--- config.mk ---
export PLATFORM = sky130hd
export DESIGN_NAME = pack_stream_top
export DESIGN_NICKNAME = d
export VERILOG_FILES = /design/src/common/stream_pkg.sv /design/src/fifo/sp_fifo_mem.sv /design/src/fifo/sp_fifo.sv /design/src/logic/byte_packer.sv /design/src/logic/word_drain.sv /design/src/logic/pack_stream_top.sv
export SDC_FILE = /design/constraint.sdc
export NUM_CORES = 1
export LEC_CHECK = 0
export ABC_AREA = 1
export BUFFER_PORTS_ARGS = -buffer_cell sky130_fd_sc_hd__buf_2
export CAP_MARGIN = 25
export CORE_UTILIZATION = 60
export CTS_BUF_LIST = sky130_fd_sc_hd__clkbuf_8 sky130_fd_sc_hd__clkbuf_16
export DETAILED_ROUTE_END_ITERATION = 8
export GPL_ROUTABILITY_DRIVEN = 0
export GPL_TIMING_DRIVEN = 1
export HOLD_SLACK_MARGIN = 0.05
export PLACE_DENSITY = 0.74
export SYNTH_ARGS = -nofsm -noshare
export SYNTH_HDL_FRONTEND = slang
export SYNTH_SLANG_ARGS = --single-unit
--- constraint.sdc ---
create_clock -name i_clk -period 5.98 [get_ports i_clk]
set_input_delay 0.299 -clock i_clk [delete_from_list [all_inputs] [get_ports i_clk]]
set_output_delay 0.299 -clock i_clk [all_outputs]
set_load 0.01 [all_outputs]
--- src/common/stream_pkg.sv ---
// Stream package with the widths, vector types and word records of the byte packer path
package stream_pkg;

	//////////////////////////////
	// Widths and depths
	//////////////////////////////

	// One input byte
	localparam int BYTE_W     = 8;
	// Byte lanes in one packed word
	localparam int WORD_BYTES = 4;
	// FIFO memory address width
	localparam int FIFO_AW    = 4;
	// Entries in the FIFO, 16
	localparam int FIFO_DEPTH = 1 << FIFO_AW;
	// Running frame sum width, wraps modulo 2^16
	localparam int SUM_W      = 16;

	//////////////////////////////
	// Vector types
	//////////////////////////////

	typedef logic [BYTE_W-1:0]               byte_t;
	typedef logic [WORD_BYTES*BYTE_W-1:0]    word_data_t;
	// Valid byte count minus one
	typedef logic [$clog2(WORD_BYTES)-1:0]   lane_cnt_t;
	// Fill level, one bit wider than the address so 16 fits
	typedef logic [FIFO_AW:0]                fill_t;
	// Pointer with wrap bit on top
	typedef logic [FIFO_AW:0]                ptr_t;
	typedef logic [SUM_W-1:0]                frame_sum_t;

	//////////////////////////////
	// Records
	//////////////////////////////

	// FIFO entry, 35 bits; first byte in the low lane, unused lanes zero
	typedef struct packed {
		word_data_t data;
		lane_cnt_t  lanes;
		logic       last;
	} pack_word_t;

	// Drain output; sum only counts on the last word of a frame
	typedef struct packed {
		pack_word_t word;
		frame_sum_t sum;
	} drain_out_t;

endpackage

--- src/fifo/sp_fifo_mem.sv ---
// FIFO word store, single-port array with registered read and read priority over write
`timescale 1ns/100ps

module sp_fifo_mem import stream_pkg::*; (
	input  logic               i_clk,
	input  logic               i_rd,
	input  logic               i_wr,
	input  logic [FIFO_AW-1:0] i_addr_rd,
	input  logic [FIFO_AW-1:0] i_addr_wr,
	input  pack_word_t         i_wr_data,
	output pack_word_t         o_rd_data
);

	// Storage array, no reset on the contents
	pack_word_t mem [0:FIFO_DEPTH-1];

	// Shared address port
	logic [FIFO_AW-1:0] addr;

	//////////////////////////////
	// Address select
	//////////////////////////////

	// Only one port exists, so the read address wins when both are asked
	assign addr = i_rd ? i_addr_rd : i_addr_wr;

	//////////////////////////////
	// Single access per cycle
	//////////////////////////////

	always_ff @(posedge i_clk) begin
		if (i_rd) begin
			// Read data shows up the next cycle
			o_rd_data <= mem[addr];
		end else if (i_wr) begin
			mem[addr] <= i_wr_data;
		end
	end

endmodule

--- src/fifo/sp_fifo.sv ---
// Synchronous word FIFO over a single-port memory where a read blocks the write slot
`timescale 1ns/100ps

module sp_fifo import stream_pkg::*; (
	input  logic       i_clk,
	input  logic       i_rst_n,
	// Write side
	input  logic       i_wr,
	input  pack_word_t i_wr_word,
	output logic       o_wr_ready,
	output logic       o_full,
	output fill_t      o_fill,
	// Read side
	input  logic       i_rd,
	output pack_word_t o_rd_word,
	output logic       o_empty
);

	// Pointers carry a wrap bit above the address
	ptr_t wr_ptr;
	ptr_t rd_ptr;

	// Accepted transfers
	logic wr_ok;
	logic rd_ok;

	//////////////////////////////
	// Handshake
	//////////////////////////////

	// The memory port is busy whenever a read is asked for
	assign o_wr_ready = !i_rd;

	// Write lands only with room and a free port
	assign wr_ok = i_wr && !o_full && !i_rd;
	assign rd_ok = i_rd && !o_empty;

	//////////////////////////////
	// Pointers
	//////////////////////////////

	always_ff @(posedge i_clk or negedge i_rst_n) begin
		if (!i_rst_n) begin
			wr_ptr <= '0;
			rd_ptr <= '0;
		end else begin
			if (wr_ok)
				wr_ptr <= wr_ptr + 1'b1;
			if (rd_ok)
				rd_ptr <= rd_ptr + 1'b1;
		end
	end

	// Occupancy from the pointer difference, wrap bit makes 16 distinct from 0
	assign o_fill  = wr_ptr - rd_ptr;
	assign o_full  = (o_fill == fill_t'(FIFO_DEPTH));
	assign o_empty = (o_fill == '0);

	//////////////////////////////
	// Memory
	//////////////////////////////

	// Low pointer bits address the array
	sp_fifo_mem u_mem (
		.i_clk     (i_clk),
		.i_rd      (i_rd),
		.i_wr      (i_wr && !o_full),
		.i_addr_rd (rd_ptr[FIFO_AW-1:0]),
		.i_addr_wr (wr_ptr[FIFO_AW-1:0]),
		.i_wr_data (i_wr_word),
		.o_rd_data (o_rd_word)
	);

endmodule

--- src/logic/byte_packer.sv ---
// Byte packer, collects input bytes into word records and holds each word until the FIFO takes it
`timescale 1ns/100ps

module byte_packer import stream_pkg::*; (
	input  logic       i_clk,
	input  logic       i_rst_n,
	// Byte input
	input  logic       i_valid,
	input  byte_t      i_byte,
	input  logic       i_last,
	output logic       o_ready,
	// FIFO write side
	output logic       o_wr,
	output pack_word_t o_word,
	input  logic       i_wr_ready,
	input  logic       i_full
);

	// Next free lane in the word being built
	lane_cnt_t  lane;
	// Bytes gathered so far, upper lanes stay zero
	word_data_t acc;
	// Closed word waiting for the FIFO
	logic       pending;

	logic       take;
	logic       close;
	logic       stored;
	word_data_t acc_next;

	//////////////////////////////
	// Byte accept
	//////////////////////////////

	// No new bytes while a word waits
	assign o_ready = !pending;
	assign take    = i_valid && o_ready;

	// Word ends on the last lane or on end of frame
	assign close = take && (i_last || lane == lane_cnt_t'(WORD_BYTES-1));

	// FIFO takes the word when ready and not full
	assign stored = pending && i_wr_ready && !i_full;

	// Drop the byte into its lane
	always_comb begin
		acc_next = acc;
		acc_next[lane*BYTE_W +: BYTE_W] = i_byte;
	end

	//////////////////////////////
	// Lane counter and pending flag
	//////////////////////////////

	always_ff @(posedge i_clk or negedge i_rst_n) begin
		if (!i_rst_n) begin
			lane    <= '0;
			acc     <= '0;
			pending <= 1'b0;
		end else begin
			if (close) begin
				// Restart from lane 0 with clean lanes
				lane    <= '0;
				acc     <= '0;
				pending <= 1'b1;
			end else if (take) begin
				lane <= lane + 1'b1;
				acc  <= acc_next;
			end
			if (stored)
				pending <= 1'b0;
		end
	end

	// Word record, loaded only when a word closes so it stays steady while pending
	always_ff @(posedge i_clk) begin
		if (close) begin
			o_word.data  <= acc_next;
			o_word.lanes <= lane;
			o_word.last  <= i_last;
		end
	end

	assign o_wr = pending;

endmodule

--- src/logic/word_drain.sv ---
// Word drain, reads the FIFO under downstream ready and tags frame ends with a byte sum
`timescale 1ns/100ps

module word_drain import stream_pkg::*; (
	input  logic       i_clk,
	input  logic       i_rst_n,
	// FIFO read side
	input  logic       i_empty,
	output logic       o_rd,
	input  pack_word_t i_rd_word,
	// Output side
	input  logic       i_out_ready,
	output logic       o_valid,
	output drain_out_t o_out
);

	// Read issued last cycle, its word is on i_rd_word now
	logic       rd_pend;
	// Sum of the earlier words of the current frame
	frame_sum_t sum_acc;
	// Valid bytes of the word being presented
	frame_sum_t word_sum;
	frame_sum_t sum_total;

	//////////////////////////////
	// Read request
	//////////////////////////////

	// Back to back reads are fine, the memory output is registered
	assign o_rd = !i_empty && i_out_ready;

	always_ff @(posedge i_clk or negedge i_rst_n) begin
		if (!i_rst_n)
			rd_pend <= 1'b0;
		else
			rd_pend <= o_rd;
	end

	assign o_valid = rd_pend;

	//////////////////////////////
	// Frame sum
	//////////////////////////////

	// Add lanes 0 through lanes, zero-extended to the sum width
	always_comb begin
		word_sum = '0;
		for (int i = 0; i < WORD_BYTES; i++) begin
			if (i <= int'(i_rd_word.lanes))
				word_sum = word_sum + frame_sum_t'(i_rd_word.data[i*BYTE_W +: BYTE_W]);
		end
	end

	// Wraps modulo 2^16
	assign sum_total = sum_acc + word_sum;

	always_ff @(posedge i_clk or negedge i_rst_n) begin
		if (!i_rst_n) begin
			sum_acc <= '0;
		end else if (rd_pend) begin
			// Restart after the last word of a frame
			if (i_rd_word.last)
				sum_acc <= '0;
			else
				sum_acc <= sum_total;
		end
	end

	//////////////////////////////
	// Output record
	//////////////////////////////

	assign o_out.word = i_rd_word;
	assign o_out.sum  = sum_total;

endmodule

--- src/logic/pack_stream_top.sv ---
// Byte stream top, packer feeding a single-port FIFO drained by the word drain
`timescale 1ns/100ps

module pack_stream_top import stream_pkg::*; (
	input  logic       i_clk,
	input  logic       i_rst_n,
	// Byte input side
	input  logic       i_in_valid,
	input  byte_t      i_in_byte,
	input  logic       i_in_last,
	output logic       o_in_ready,
	// Word output side
	input  logic       i_out_ready,
	output logic       o_out_valid,
	output drain_out_t o_out,
	// FIFO occupancy
	output fill_t      o_fill
);

	// Packer to FIFO
	logic       wr_req;
	pack_word_t wr_word;
	logic       wr_ready;
	logic       full;

	// FIFO to drain
	logic       rd_req;
	pack_word_t rd_word;
	logic       empty;

	//////////////////////////////
	// Producer
	//////////////////////////////

	byte_packer u_packer (
		.i_clk      (i_clk),
		.i_rst_n    (i_rst_n),
		.i_valid    (i_in_valid),
		.i_byte     (i_in_byte),
		.i_last     (i_in_last),
		.o_ready    (o_in_ready),
		.o_wr       (wr_req),
		.o_word     (wr_word),
		.i_wr_ready (wr_ready),
		.i_full     (full)
	);

	//////////////////////////////
	// Buffer
	//////////////////////////////

	sp_fifo u_fifo (
		.i_clk      (i_clk),
		.i_rst_n    (i_rst_n),
		.i_wr       (wr_req),
		.i_wr_word  (wr_word),
		.o_wr_ready (wr_ready),
		.o_full     (full),
		.o_fill     (o_fill),
		.i_rd       (rd_req),
		.o_rd_word  (rd_word),
		.o_empty    (empty)
	);

	//////////////////////////////
	// Consumer
	//////////////////////////////

	word_drain u_drain (
		.i_clk       (i_clk),
		.i_rst_n     (i_rst_n),
		.i_empty     (empty),
		.o_rd        (rd_req),
		.i_rd_word   (rd_word),
		.i_out_ready (i_out_ready),
		.o_valid     (o_out_valid),
		.o_out       (o_out)
	);

endmodule

# After elaboration in Yosys (flattened, before gate mapping)
# Memories as Yosys holds them, arrays and structs flattened. A register that Yosys moved wholly into a read port is not among the register bits.
# Cells that the tools add are included.
# totals
output_inout_bits,58
mem_bits_ro,0
n_memories,1
register_bits,97
mem_bits_rw,560
input_bits,13
latch_bits,0
wordCells,58
# classes
shift,2
n_mul,0
addsub,9
muxes,15
bitwise_logic,0
div_mod_pow,0
reduce_logical,16
magnitude_cmp,3
n_eq_ne,2
# memory_table
memory,words,width,rd,rd_clocked_by_memory_dff,write_ports,line,rtl
u_fifo.u_mem.mem,16,35,1,1,1,sp_fifo_mem.sv:15,pack_word_t mem [0:FIFO_DEPTH-1];
# op_table
operator,count
$mux 16,4
$mux 32,2
$neg 5->34,1
$shift 8x34->32 const A,1
$shiftx 8x34->32,1
$add 16x8->16,2
$bwmux 32,1
$add 16x16->16,1
$add 5x1->5 const B,2
$add 8x8->9,1
$logic_and 1x1->1,8
$eq 5x5->1 const B,1
$logic_not 5->1,1
$mux 1,5
$sub 5x5->5,1
$le 2x2->1 const A,2
$logic_not 1->1,4
$mux 2,2
$mux 4,1
$reduce_bool 2->1,2
$add 2x1->2 const B,1
$eq 2x2->1 const B,1
$le 1x2->1 const A,1
$logic_or 1x1->1,1

# Logic depth before layout (Yosys ltp)
# Gate-level depths: netlist (run 1).
# depth
ltp_word,8
mapped_depth,34
ltp_nobuf,34

# Hierarchy
# Synthesis (run 1) repeated with hierarchy kept, for this count alone.
# hier_totals
cells_unflattened,3285
area_unflattened_um2,32142.1
# by_module_without_submodules
mod,area_each_um2,cells_per_inst,seq_area_each_um2,n_inst
sp_fifo_mem,25120.3,2353,17867.1,1
word_drain,3134.3,515,425.4,1
byte_packer,3061.7,319,1926.8,1
sp_fifo,825.8,98,250.2,1

# Worst setup path before layout (run 1)
# OpenSTA, ideal clock, no wires.
# synth_timing
kind,reg-to-output
start,"register, netlist name u_fifo.u_mem.o_rd_data[2]"
end,output o_out[10] (netlist bit)
arrival_ns,4.685
path_buffers,1
stages_incl_launch_ff,25
required_time_ns,5.681
setup_slack_ns,0.996
path_cell_list,edfxtp_1 -> clkbuf_1 -> nor2_1 -> inv_1 -> nand2_1 -> nand2_1 -> ha_1 -> inv_1 -> fa_1 -> o21ai_0 -> inv_1 -> fa_1 -> or2_2 -> o21ai_0 -> inv_1 -> fa_1 -> nand3b_1 -> nand2_1 -> nand2_1 -> nand2_1 -> o21ai_0 -> o21ai_0 -> nand2_1 -> nand2_1 -> xor2_1
# synth_rtl
element,line,rtl
to (decl),pack_stream_top.sv:15,"output drain_out_t o_out,"

==> results of run 1 <==
[routing by layer]
metal / share of wire (%) / GRT usage [%] / vias up / routed length (um)
li1: - / - / 10202 / -
met1: 39 / 40.7 / 10633 / 30600
met2: 48 / 49.0 / 1235 / 37300
met3: 10 / 4.49 / 190 / 8050
met4: 3.0 / 10.9 / 4 / 2350
met5: 0.034 / 0 / - / 27
[cell usage after synthesis]
| cell type | number | area share (%) |
|---|---|---|
| o21ai_2 | 2 | 0.057 |
| o21ai_0 | 75 | 1.2 |
| xnor2_1 | 12 | 0.34 |
| dfrtp_1 | 62 | 5.0 |
| a211o_1 | 1 | 0.028 |
| buf_6 | 1 | 0.036 |
| nor2_4 | 2 | 0.073 |
| a22o_1 | 9 | 0.25 |
| a21o_1 | 2 | 0.048 |
| nor2_8 | 1 | 0.065 |
| nand4_1 | 6 | 0.12 |
| nor2_1 | 44 | 0.53 |
| clkbuf_1 | 27 | 0.33 |
| nand3b_1 | 2 | 0.048 |
| o21bai_1 | 3 | 0.073 |
| ha_1 | 47 | 1.9 |
| buf_4 | 27 | 0.65 |
| buf_2 | 94 | 1.5 |
| nand2_1 | 1383 | 17 |
| or2_2 | 3 | 0.061 |
| xor2_1 | 18 | 0.51 |
| inv_2 | 6 | 0.073 |
| inv_1 | 188 | 2.3 |
| a21oi_1 | 29 | 0.47 |
| o22ai_1 | 34 | 0.69 |
| a31oi_1 | 5 | 0.10 |
| nor2_2 | 2 | 0.040 |
| nand3_2 | 1 | 0.032 |
| a21oi_4 | 1 | 0.053 |
| nand3_1 | 305 | 4.9 |
| nor3_1 | 7 | 0.11 |
| buf_1 | 2 | 0.024 |
| edfxtp_1 | 630 | 61 |
| o21a_1 | 3 | 0.073 |
| nand2_4 | 1 | 0.036 |
| fa_1 | 5 | 0.32 |
[cell families (layout without fill, tap and decap cells)]
| kind of cell | Yosys count | after routing |
|---|---|---|
| xor gates and xnor gates | 30 | 30 |
| adders and majority gates | 52 | 52 |
| AOI/OAI and AO/OA | 164 | 164 |
| and+or+nand+nor | 1757 | 1757 |
| buffers and inverters | 345 | 446 |
| DFF | 692 | 692 |
[area by class of cell]
class | instances | area [um^2]
Multi-Input combinational cell | 2003 | 9410
Fill cell | 3642 | 15900
Sequential cell | 692 | 20500
Clock inverter | 55 | 373
Clock buffer | 75 | 1870
Tap cell | 672 | 841
Timing Repair Buffer | 122 | 858
Inverter | 194 | 731
[repair_timing]
| item | in CTS | in global routing |
|---|---|---|
| buffers inserted | 0 | 8 |
| setup endpoints to repair | 8 | 10 |
| hold buffers | 2 | 0 |
| cloned | 0 | 0 |
| pin swaps | 0 | 17 |
| gates resized for setup | 10 | 54 |
| endpoints found under the hold margin | 63 | 0 |
[worst reg2reg max path, delay by kind of cell, from the launching register on]
family	cells	cell delay, ns
simple gates	11	1.10
fa+ha+maj	4	1.30
flops	1	0.45
xor+xnor	3	0.48
compound gates	10	1.62
buf+inv	1	0.14
[metrics by stage]
step / utilization, % / setup WS, ns / instances / TNS [ns] / hold slack, ns
6_report: 68.4 / 0.0306 / 3813 / 0 / 0.142
5_1_grt: 68.4 / -0.159 / 3813 / -0.698 / 0.156
4_1_cts: 67.8 / 0.00652 / 3804 / 0 / 0.110
3_5_place_dp: 63.3 / 0.293 / 3672 / 0 / 0.481
3_3_place_gp: 63.3 / 0.546 / 3672 / 0 / 0.479
2_1_floorplan: - / 0.996 / 3040 / 0 / 0.00341
[power by group through the flow]
stage               Clock, mW  Combinational (mW)  Sequential [mW]
finish                   4.25                9.44             6.42
global route             4.47                10.4             6.46
CTS                      4.28                8.67             6.40
detailed placement          0                8.57             6.49
global placement            0                8.27             6.46
floorplan                   0                6.06             6.40
[sequential cells by signal, indices dropped and copies added, names as in the netlist]
| register | flops |
|---|---|
| u_fifo.u_mem.mem | 560 |
| u_fifo.u_mem.o_rd_data | 35 |
| u_packer.o_word | 35 |
| u_packer.acc | 32 |
| u_drain.sum_acc | 16 |
| u_fifo.rd_ptr | 5 |
| u_fifo.wr_ptr | 5 |
| u_packer.lane | 2 |
| u_drain.o_valid | 1 |
| u_packer.o_wr | 1 |
[worst max path at each step]
stage | slack (ns) | cells past startpoint | to | start
4_1_cts | 0.007 | 24 | o_out[9] | u_fifo.u_mem.o_rd_data[3]
2_1_floorplan | 1.0 | 24 | o_out[10] | u_fifo.u_mem.o_rd_data[2]
6_report | 0.03 | 29 | o_out[13] | u_fifo.u_mem.o_rd_data[5]
3_5_place_dp | 0.29 | 24 | o_out[13] | u_fifo.u_mem.o_rd_data[3]
3_3_place_gp | 0.55 | 24 | o_out[13] | u_fifo.u_mem.o_rd_data[3]
5_1_grt | -0.16 | 28 | o_out[13] | u_fifo.u_mem.o_rd_data[6]
==> key figures, run 1 <==
Run status
  – Status: complete, no violations

Power and ir drop
  – Gate power share: 46.9%
  – Sw Ratio: 42.7%
  – Sequential power share: 31.9%
  – Clock Power Share: 21.1%
  – Psw: 8.59 mW
  – Total chip power: 20.1 mW
  – P_leak: ~15 nW
  – Pint: 11.5 mW
  – Pwr Density: 582 mW/mm^2
  – VDD IR max: about 0.40 mV

Synthesis
  – Ys Warns: 0
  – Synth Area in Compound Gates: 3.06%
  – Post-synthesis simple-gate area fraction: 22.8%
  – Synthesized area per cell: 10.2 um^2
  – Adder-Cell Fraction of Synth Area: 2.22%
  – Gate Count Post-Synth: 3040
  – Seq/Total Area, Yosys: 66.1%
  – Synth Area in XOR/XNOR: less than 1%
  – Multiplexer share of the synthesized area: 0%
  – Synthesized net count: slightly above 3000
  – Number of library cell types mapped by synthesis: 36
  – Main combinational cell family by area after synthesis: simple AND/OR/NAND/NOR gates
  – Seq cells post-synth: 692
  – Mapped Area: 0.0310 mm^2

Clocking
  – CTS tree: built
  – Clock latency at the later pin of the worst-skew pair: 0.60 ns
  – Sink Count: 692
  – Clock Path Buffers: 3
  – CTS root buffer: clkbuf_16
  – Num CTS Buffers: 72
  – Worst-path clk slew: roughly 0.06 ns
  – CTS HTree Levels: 3

Global routing
  – Vias in the first global route: 21498
  – Largest net degree at the start of global routing: between 150 and 200
  – Initial antenna violation count: 4
  – GRT Util Overall: 29.8%
  – Total grt overflow: 0
  – First-pass GRT wire length: 120000 um

Critical path
  – CP delay by family, top: compound AO/OA/AOI/OAI gates
  – CP Data Required Time: 5.68 ns
  – Worst setup EP type: output pin
  – Critical path arrival: 5.65 ns
  – CP max stage cell: edfxtp_1
  – Crit path buf inv count: 2
  – Reg2reg setup slack: 0.80 ns
  – Most common cell type on the critical path: nand2_1
  – RR Endpoint: u_drain.sum_acc[15]
  – FF-to-FF Start: u_fifo.u_mem.o_rd_data[5]
  – FF-to-FF path depth: 29
  – CP peak stage delay: around 0.45 ns
  – Crit Path Category: flop to output pin
  – Maximum fanout along the worst path: 5
  – CP Launch Type: flop

Floorplanning
  – Core footprint: 0.0505 mm^2
  – DIE AREA: 0.0525 mm^2
  – Die Span X: roughly 230 um
  – Site Rows: 82
  – Num ports: 71
  – Initial Util: 61.3%
  – Die height: between 200 and 250 um

Placed design
  – Placed inst area: around 0.032 mm^2
  – Port Buffer Count: 70
  – Post-DP HPWL: 43400 um

Route
  – Vias post-DR: 22264
  – Wire per inst: 20.5 um
  – Iteration-0 DRC Markers: 2543
  – Final ANT Viol Nets: 0
  – DR pass1 iterations: 6
  – Total Wirelength: 78300 um
  – Vias per inst: just under 6
  – DRC Markers: 0

Run
  – Max-cap violations: 0

Timing
  – Clk_skew: 0.0164 ns
  – Final Hold Vio Count: 0
  – Max Clock Freq: 168 MHz
  – Slew margin rel.: 28.7%
  – Least-Margin Pin Slew: around 1.1 ns
  – Minimum clock period: 5.95 ns
  – Final period util: 99.5%
  – # setup viols final: 0
  – Fin. max-slew vios: 0

Worst hold path
  – Hold path endpoint: u_drain.o_valid
  – HP Class: input pin to flop
  – Hold path start: i_out_ready
  – Hold depth: 3

Layout
  – Fin area: between 0.03 and 0.04 mm^2
  – Most frequent cells in the layout: nand2_1, edfxtp_1, nand3_1, inv_1, clkbuf_16
  – Area growth syn-to-layout: 11.6%
  – Post-layout nets: 3150
  – Commonest non-fill, non-tap cell in the layout: nand2_1
  – Share of layout cells above drive strength 1: 9.55%
  – N_diodes: 0
No activity file was read; power rests on OpenSTA's default activity.
==> inputs of run 2 (changes only) <==
- ABC_AREA: 1 -> 0
==> run 2 against run 1 <==
The run now ends with design-rule violations, negative setup slack left. Routed wire length decreased by 10%. Clock power about the same. Flip-flop and latch count unchanged. Critical path type unchanged. Non-clock buffer count increased by 51. Sequential power increased by 1%. Combinational power increased by 4.3%. Largest cell class unchanged. Total power increased by 2.4%.
==> key figures, run 2 <==
Critical path
  – RR Endpoint: u_drain.sum_acc[11]
  – Worst setup EP type: output pin
  – Cell depth of the worst setup path: 28
  – CP Data Required Time: 5.68 ns
  – FF-to-FF Start: u_fifo.u_mem.o_rd_data[3]
  – Reg2reg setup slack: 0.32 ns
  – Critical path arrival: 5.89 ns
  – Crit path buf inv count: 3
  – CP peak stage delay: ~0.36 ns
  – CP delay by family, top: compound AO/OA/AOI/OAI gates
  – Most common cell type on the critical path: ha_1
  – Crit Path Category: flop to output pin
  – CP max stage cell: edfxtp_1
  – FF-to-FF path depth: 29
  – CP Launch Type: flop
  – Maximum fanout along the worst path: 3

Synthesis
  – Synthesized net count: 1842
  – Gate Count Post-Synth: 1777
  – Synth top area share: 69.0%
  – Commonest cells post-synth: edfxtp_1, nand2_1, a21oi_1
  – Main synth FF type: edfxtp_1
  – Post-synth ARST share: ~9%
  – Number of synthesized flops with an enable pin: 630
  – Main area contributors after synthesis: edfxtp_1, dfrtp_1, a222oi_1, a21oi_1, nand2_1
  – Largest area contributor in the netlist: edfxtp_1
  – Number of library cell types mapped by synthesis: 58
  – Most common cell in the netlist: edfxtp_1
  – Seq/Total Area, Yosys: 74.7%
  – Synthesized area per cell: around 15 um^2
  – Mapped Area: 0.0274 mm^2
  – Ys Warns: 0
  – Seq cells post-synth: around 690

Power and ir drop
  – Sw Ratio: 38.8%
  – Clock Power Share: 20.6%
  – Psw: 8.00 mW
  – Gate power share: 47.8%
  – Sequential power share: 31.6%
  – Pint: 12.6 mW
  – P_leak: 11.0 nW
  – VDD IR max: 0.877 mV
  – Pwr Density: ~650 mW/mm^2
  – Total chip power: about 20 mW

Floorplanning
  – Num ports: approximately 70
  – Site Rows: just under 80
  – Core footprint: 0.0446 mm^2
  – DIE AREA: 0.0466 mm^2
  – Die height: 216 um
  – Initial Util: 61.5%
  – Die Span X: ~220 um

Timing
  – Final Hold Vio Count: 0
  – Fin. max-slew vios: 0
  – Minimum clock period: 6.19 ns
  – Slew margin rel.: 32.0%
  – Hold WS: 0.111 ns
  – Max Clock Freq: 162 MHz
  – Final WS setup: -0.208 ns
  – Clk_skew: 0.0237 ns
  – RSZ-0062 raised after global routing: true
  – Least-Margin Pin Slew: between 1 and 1.5 ns
  – # setup viols final: 7
  – Final period util: 103%

Layout
  – Most frequent cells in the layout: edfxtp_1, nand2_1, a21oi_1, a222oi_1
  – Post-layout nets: between 1500 and 2000
  – Max FFs per register: 560
  – Share of layout cells above drive strength 1: 19.1%
  – Biggest regs: u_fifo.u_mem.mem: 560 flops, u_fifo.u_mem.o_rd_data: 35 flops, u_packer.o_word: 35 flops
  – N_diodes: 0
  – Largest reg by FF count: u_fifo.u_mem.mem
  – Area growth syn-to-layout: 16.3%
  – Commonest non-fill, non-tap cell in the layout: edfxtp_1
  – Fillers: 2654

Global routing
  – Grt peak-use layer: met2
  – First-pass GRT wire length: 104000 um
  – Vias in the first global route: 16896
  – Met2 Use GR: around 49%
  – GR Util met1: a little over two fifths
  – GRT Util Overall: 30.2%
  – Largest net degree at the start of global routing: 141
  – Total grt overflow: 0
  – Initial antenna violation count: 2
  – GR Util met3: 5.60%

Placed design
  – Dpl ws: -0.183 ns
  – Post-DP HPWL: approximately 40000 um
  – Port Buffer Count: 70

Run status
  – Status: complete, but fails checks
  – Failing checks: design-rule violations, negative setup slack

Clocking
  – Worst-path clk slew: approximately 0.060 ns
  – CTS tree: built
  – Num CTS Buffers: 69
  – Clock Path Buffers: 3
  – CTS root buffer: clkbuf_16
  – Clock latency at the later pin of the worst-skew pair: 0.60 ns
  – CTS HTree Levels: 3
  – Sink Count: roughly 690

Route
  – Total Wirelength: 70300 um
  – Wire per inst: 27.3 um
  – Final ANT Viol Nets: 0
  – Vias per inst: 6.74
  – DRC Markers: 1
  – DR pass1 iterations: 9
  – Iteration-0 DRC Markers: between 3000 and 4000
  – Vias post-DR: 17339

Worst hold path
  – Hold path start: i_in_byte[1]
  – HP Class: input pin to flop
  – Hold path endpoint: u_packer.o_word[4]
  – Hold depth: 3

Run
  – Max-cap violations: 0
## run 2: how the worst max path moves through the flow
stage                               start        end  slack, ns
2_1_floorplan   u_fifo.u_mem.o_rd_data[1]  o_out[15]       0.24
3_3_place_gp    u_fifo.u_mem.o_rd_data[3]  o_out[14]     -0.008
3_5_place_dp    u_fifo.u_mem.o_rd_data[3]  o_out[15]      -0.18
4_1_cts         u_fifo.u_mem.o_rd_data[3]  o_out[14]      -0.19
5_1_grt        u_fifo.u_mem.o_rd_data[11]  o_out[14]      -0.37
6_report        u_fifo.u_mem.o_rd_data[3]  o_out[14]      -0.21
## run 2: power by group through the flow
stage	registers [mW]	clock network, mW	logic (mW)
2_1_floorplan	6.42	0	5.27
3_3_place_gp	6.53	0	7.82
4_1_cts	6.48	4.26	8.74
5_1_grt	6.54	4.44	10.5
6_report	6.50	4.24	9.85
3_5_place_dp	6.57	0	8.03
## run 2: what timing repair did
item	CTS	global route
setup buffers	20	15
hold buffers	3	0
endpoints found under the setup margin	12	13
gates resized for setup	41	48
endpoints found under the hold margin	65	0
pin swaps	29	37
## run 2: kinds of logic (layout without fill, tap and decap cells)
group	Yosys count	in the layout	share of synthesized area (%)
AO/OA/AOI/OAI	459	459	12.4
XOR/XNOR	40	40	1.33
adder cells (fa/ha/maj)	52	52	2.51
buffers and inverters	168	372	2.55
flip-flops	692	692	74.7
multiplexers	11	11	0.484
AND/OR/NAND/NOR	355	355	6.06
## run 2: metrics by stage
step           TNS (ns)  cells  area, um^2  util (%)
6_report          -1.14   2573       31900      71.5
5_1_grt           -2.40   2573       31900      71.5
2_1_floorplan         0   1777       27400         -
4_1_cts          -0.943   2558       31500      70.7
3_5_place_dp     -0.999   2408       29000      65.0
3_3_place_gp   -0.00847   2407       29000      64.9
## run 2: area by class of cell
type                    instances  area, um^2  share of cell area (%)
repair buffers                173        1390                    4.37
multi-input cells             917        6770                    21.2
clock inverters                53         392                    1.23
flip-flops and latches        692       20500                    64.2
clock buffers                  74        1840                    5.77
inverters                      72         270                   0.848
well taps                     592         741                    2.32
## run 2: worst reg2reg max path, delay by kind of cell (launching register included)
family | cells | cell delay [ns]
compound gates | 12 | 2.21
fa+ha+maj | 5 | 1.43
flops | 1 | 0.36
buf+inv | 4 | 0.42
simple gates | 6 | 0.82
xor+xnor | 2 | 0.30
## run 2: layer usage
| metal | vias up | wire length [um] |
|---|---|---|
| met5 | - | 8 |
| met4 | 2 | 2230 |
| met3 | 186 | 7950 |
| met2 | 1244 | 34000 |
| met1 | 8573 | 26200 |
| li1 | 7334 | - |
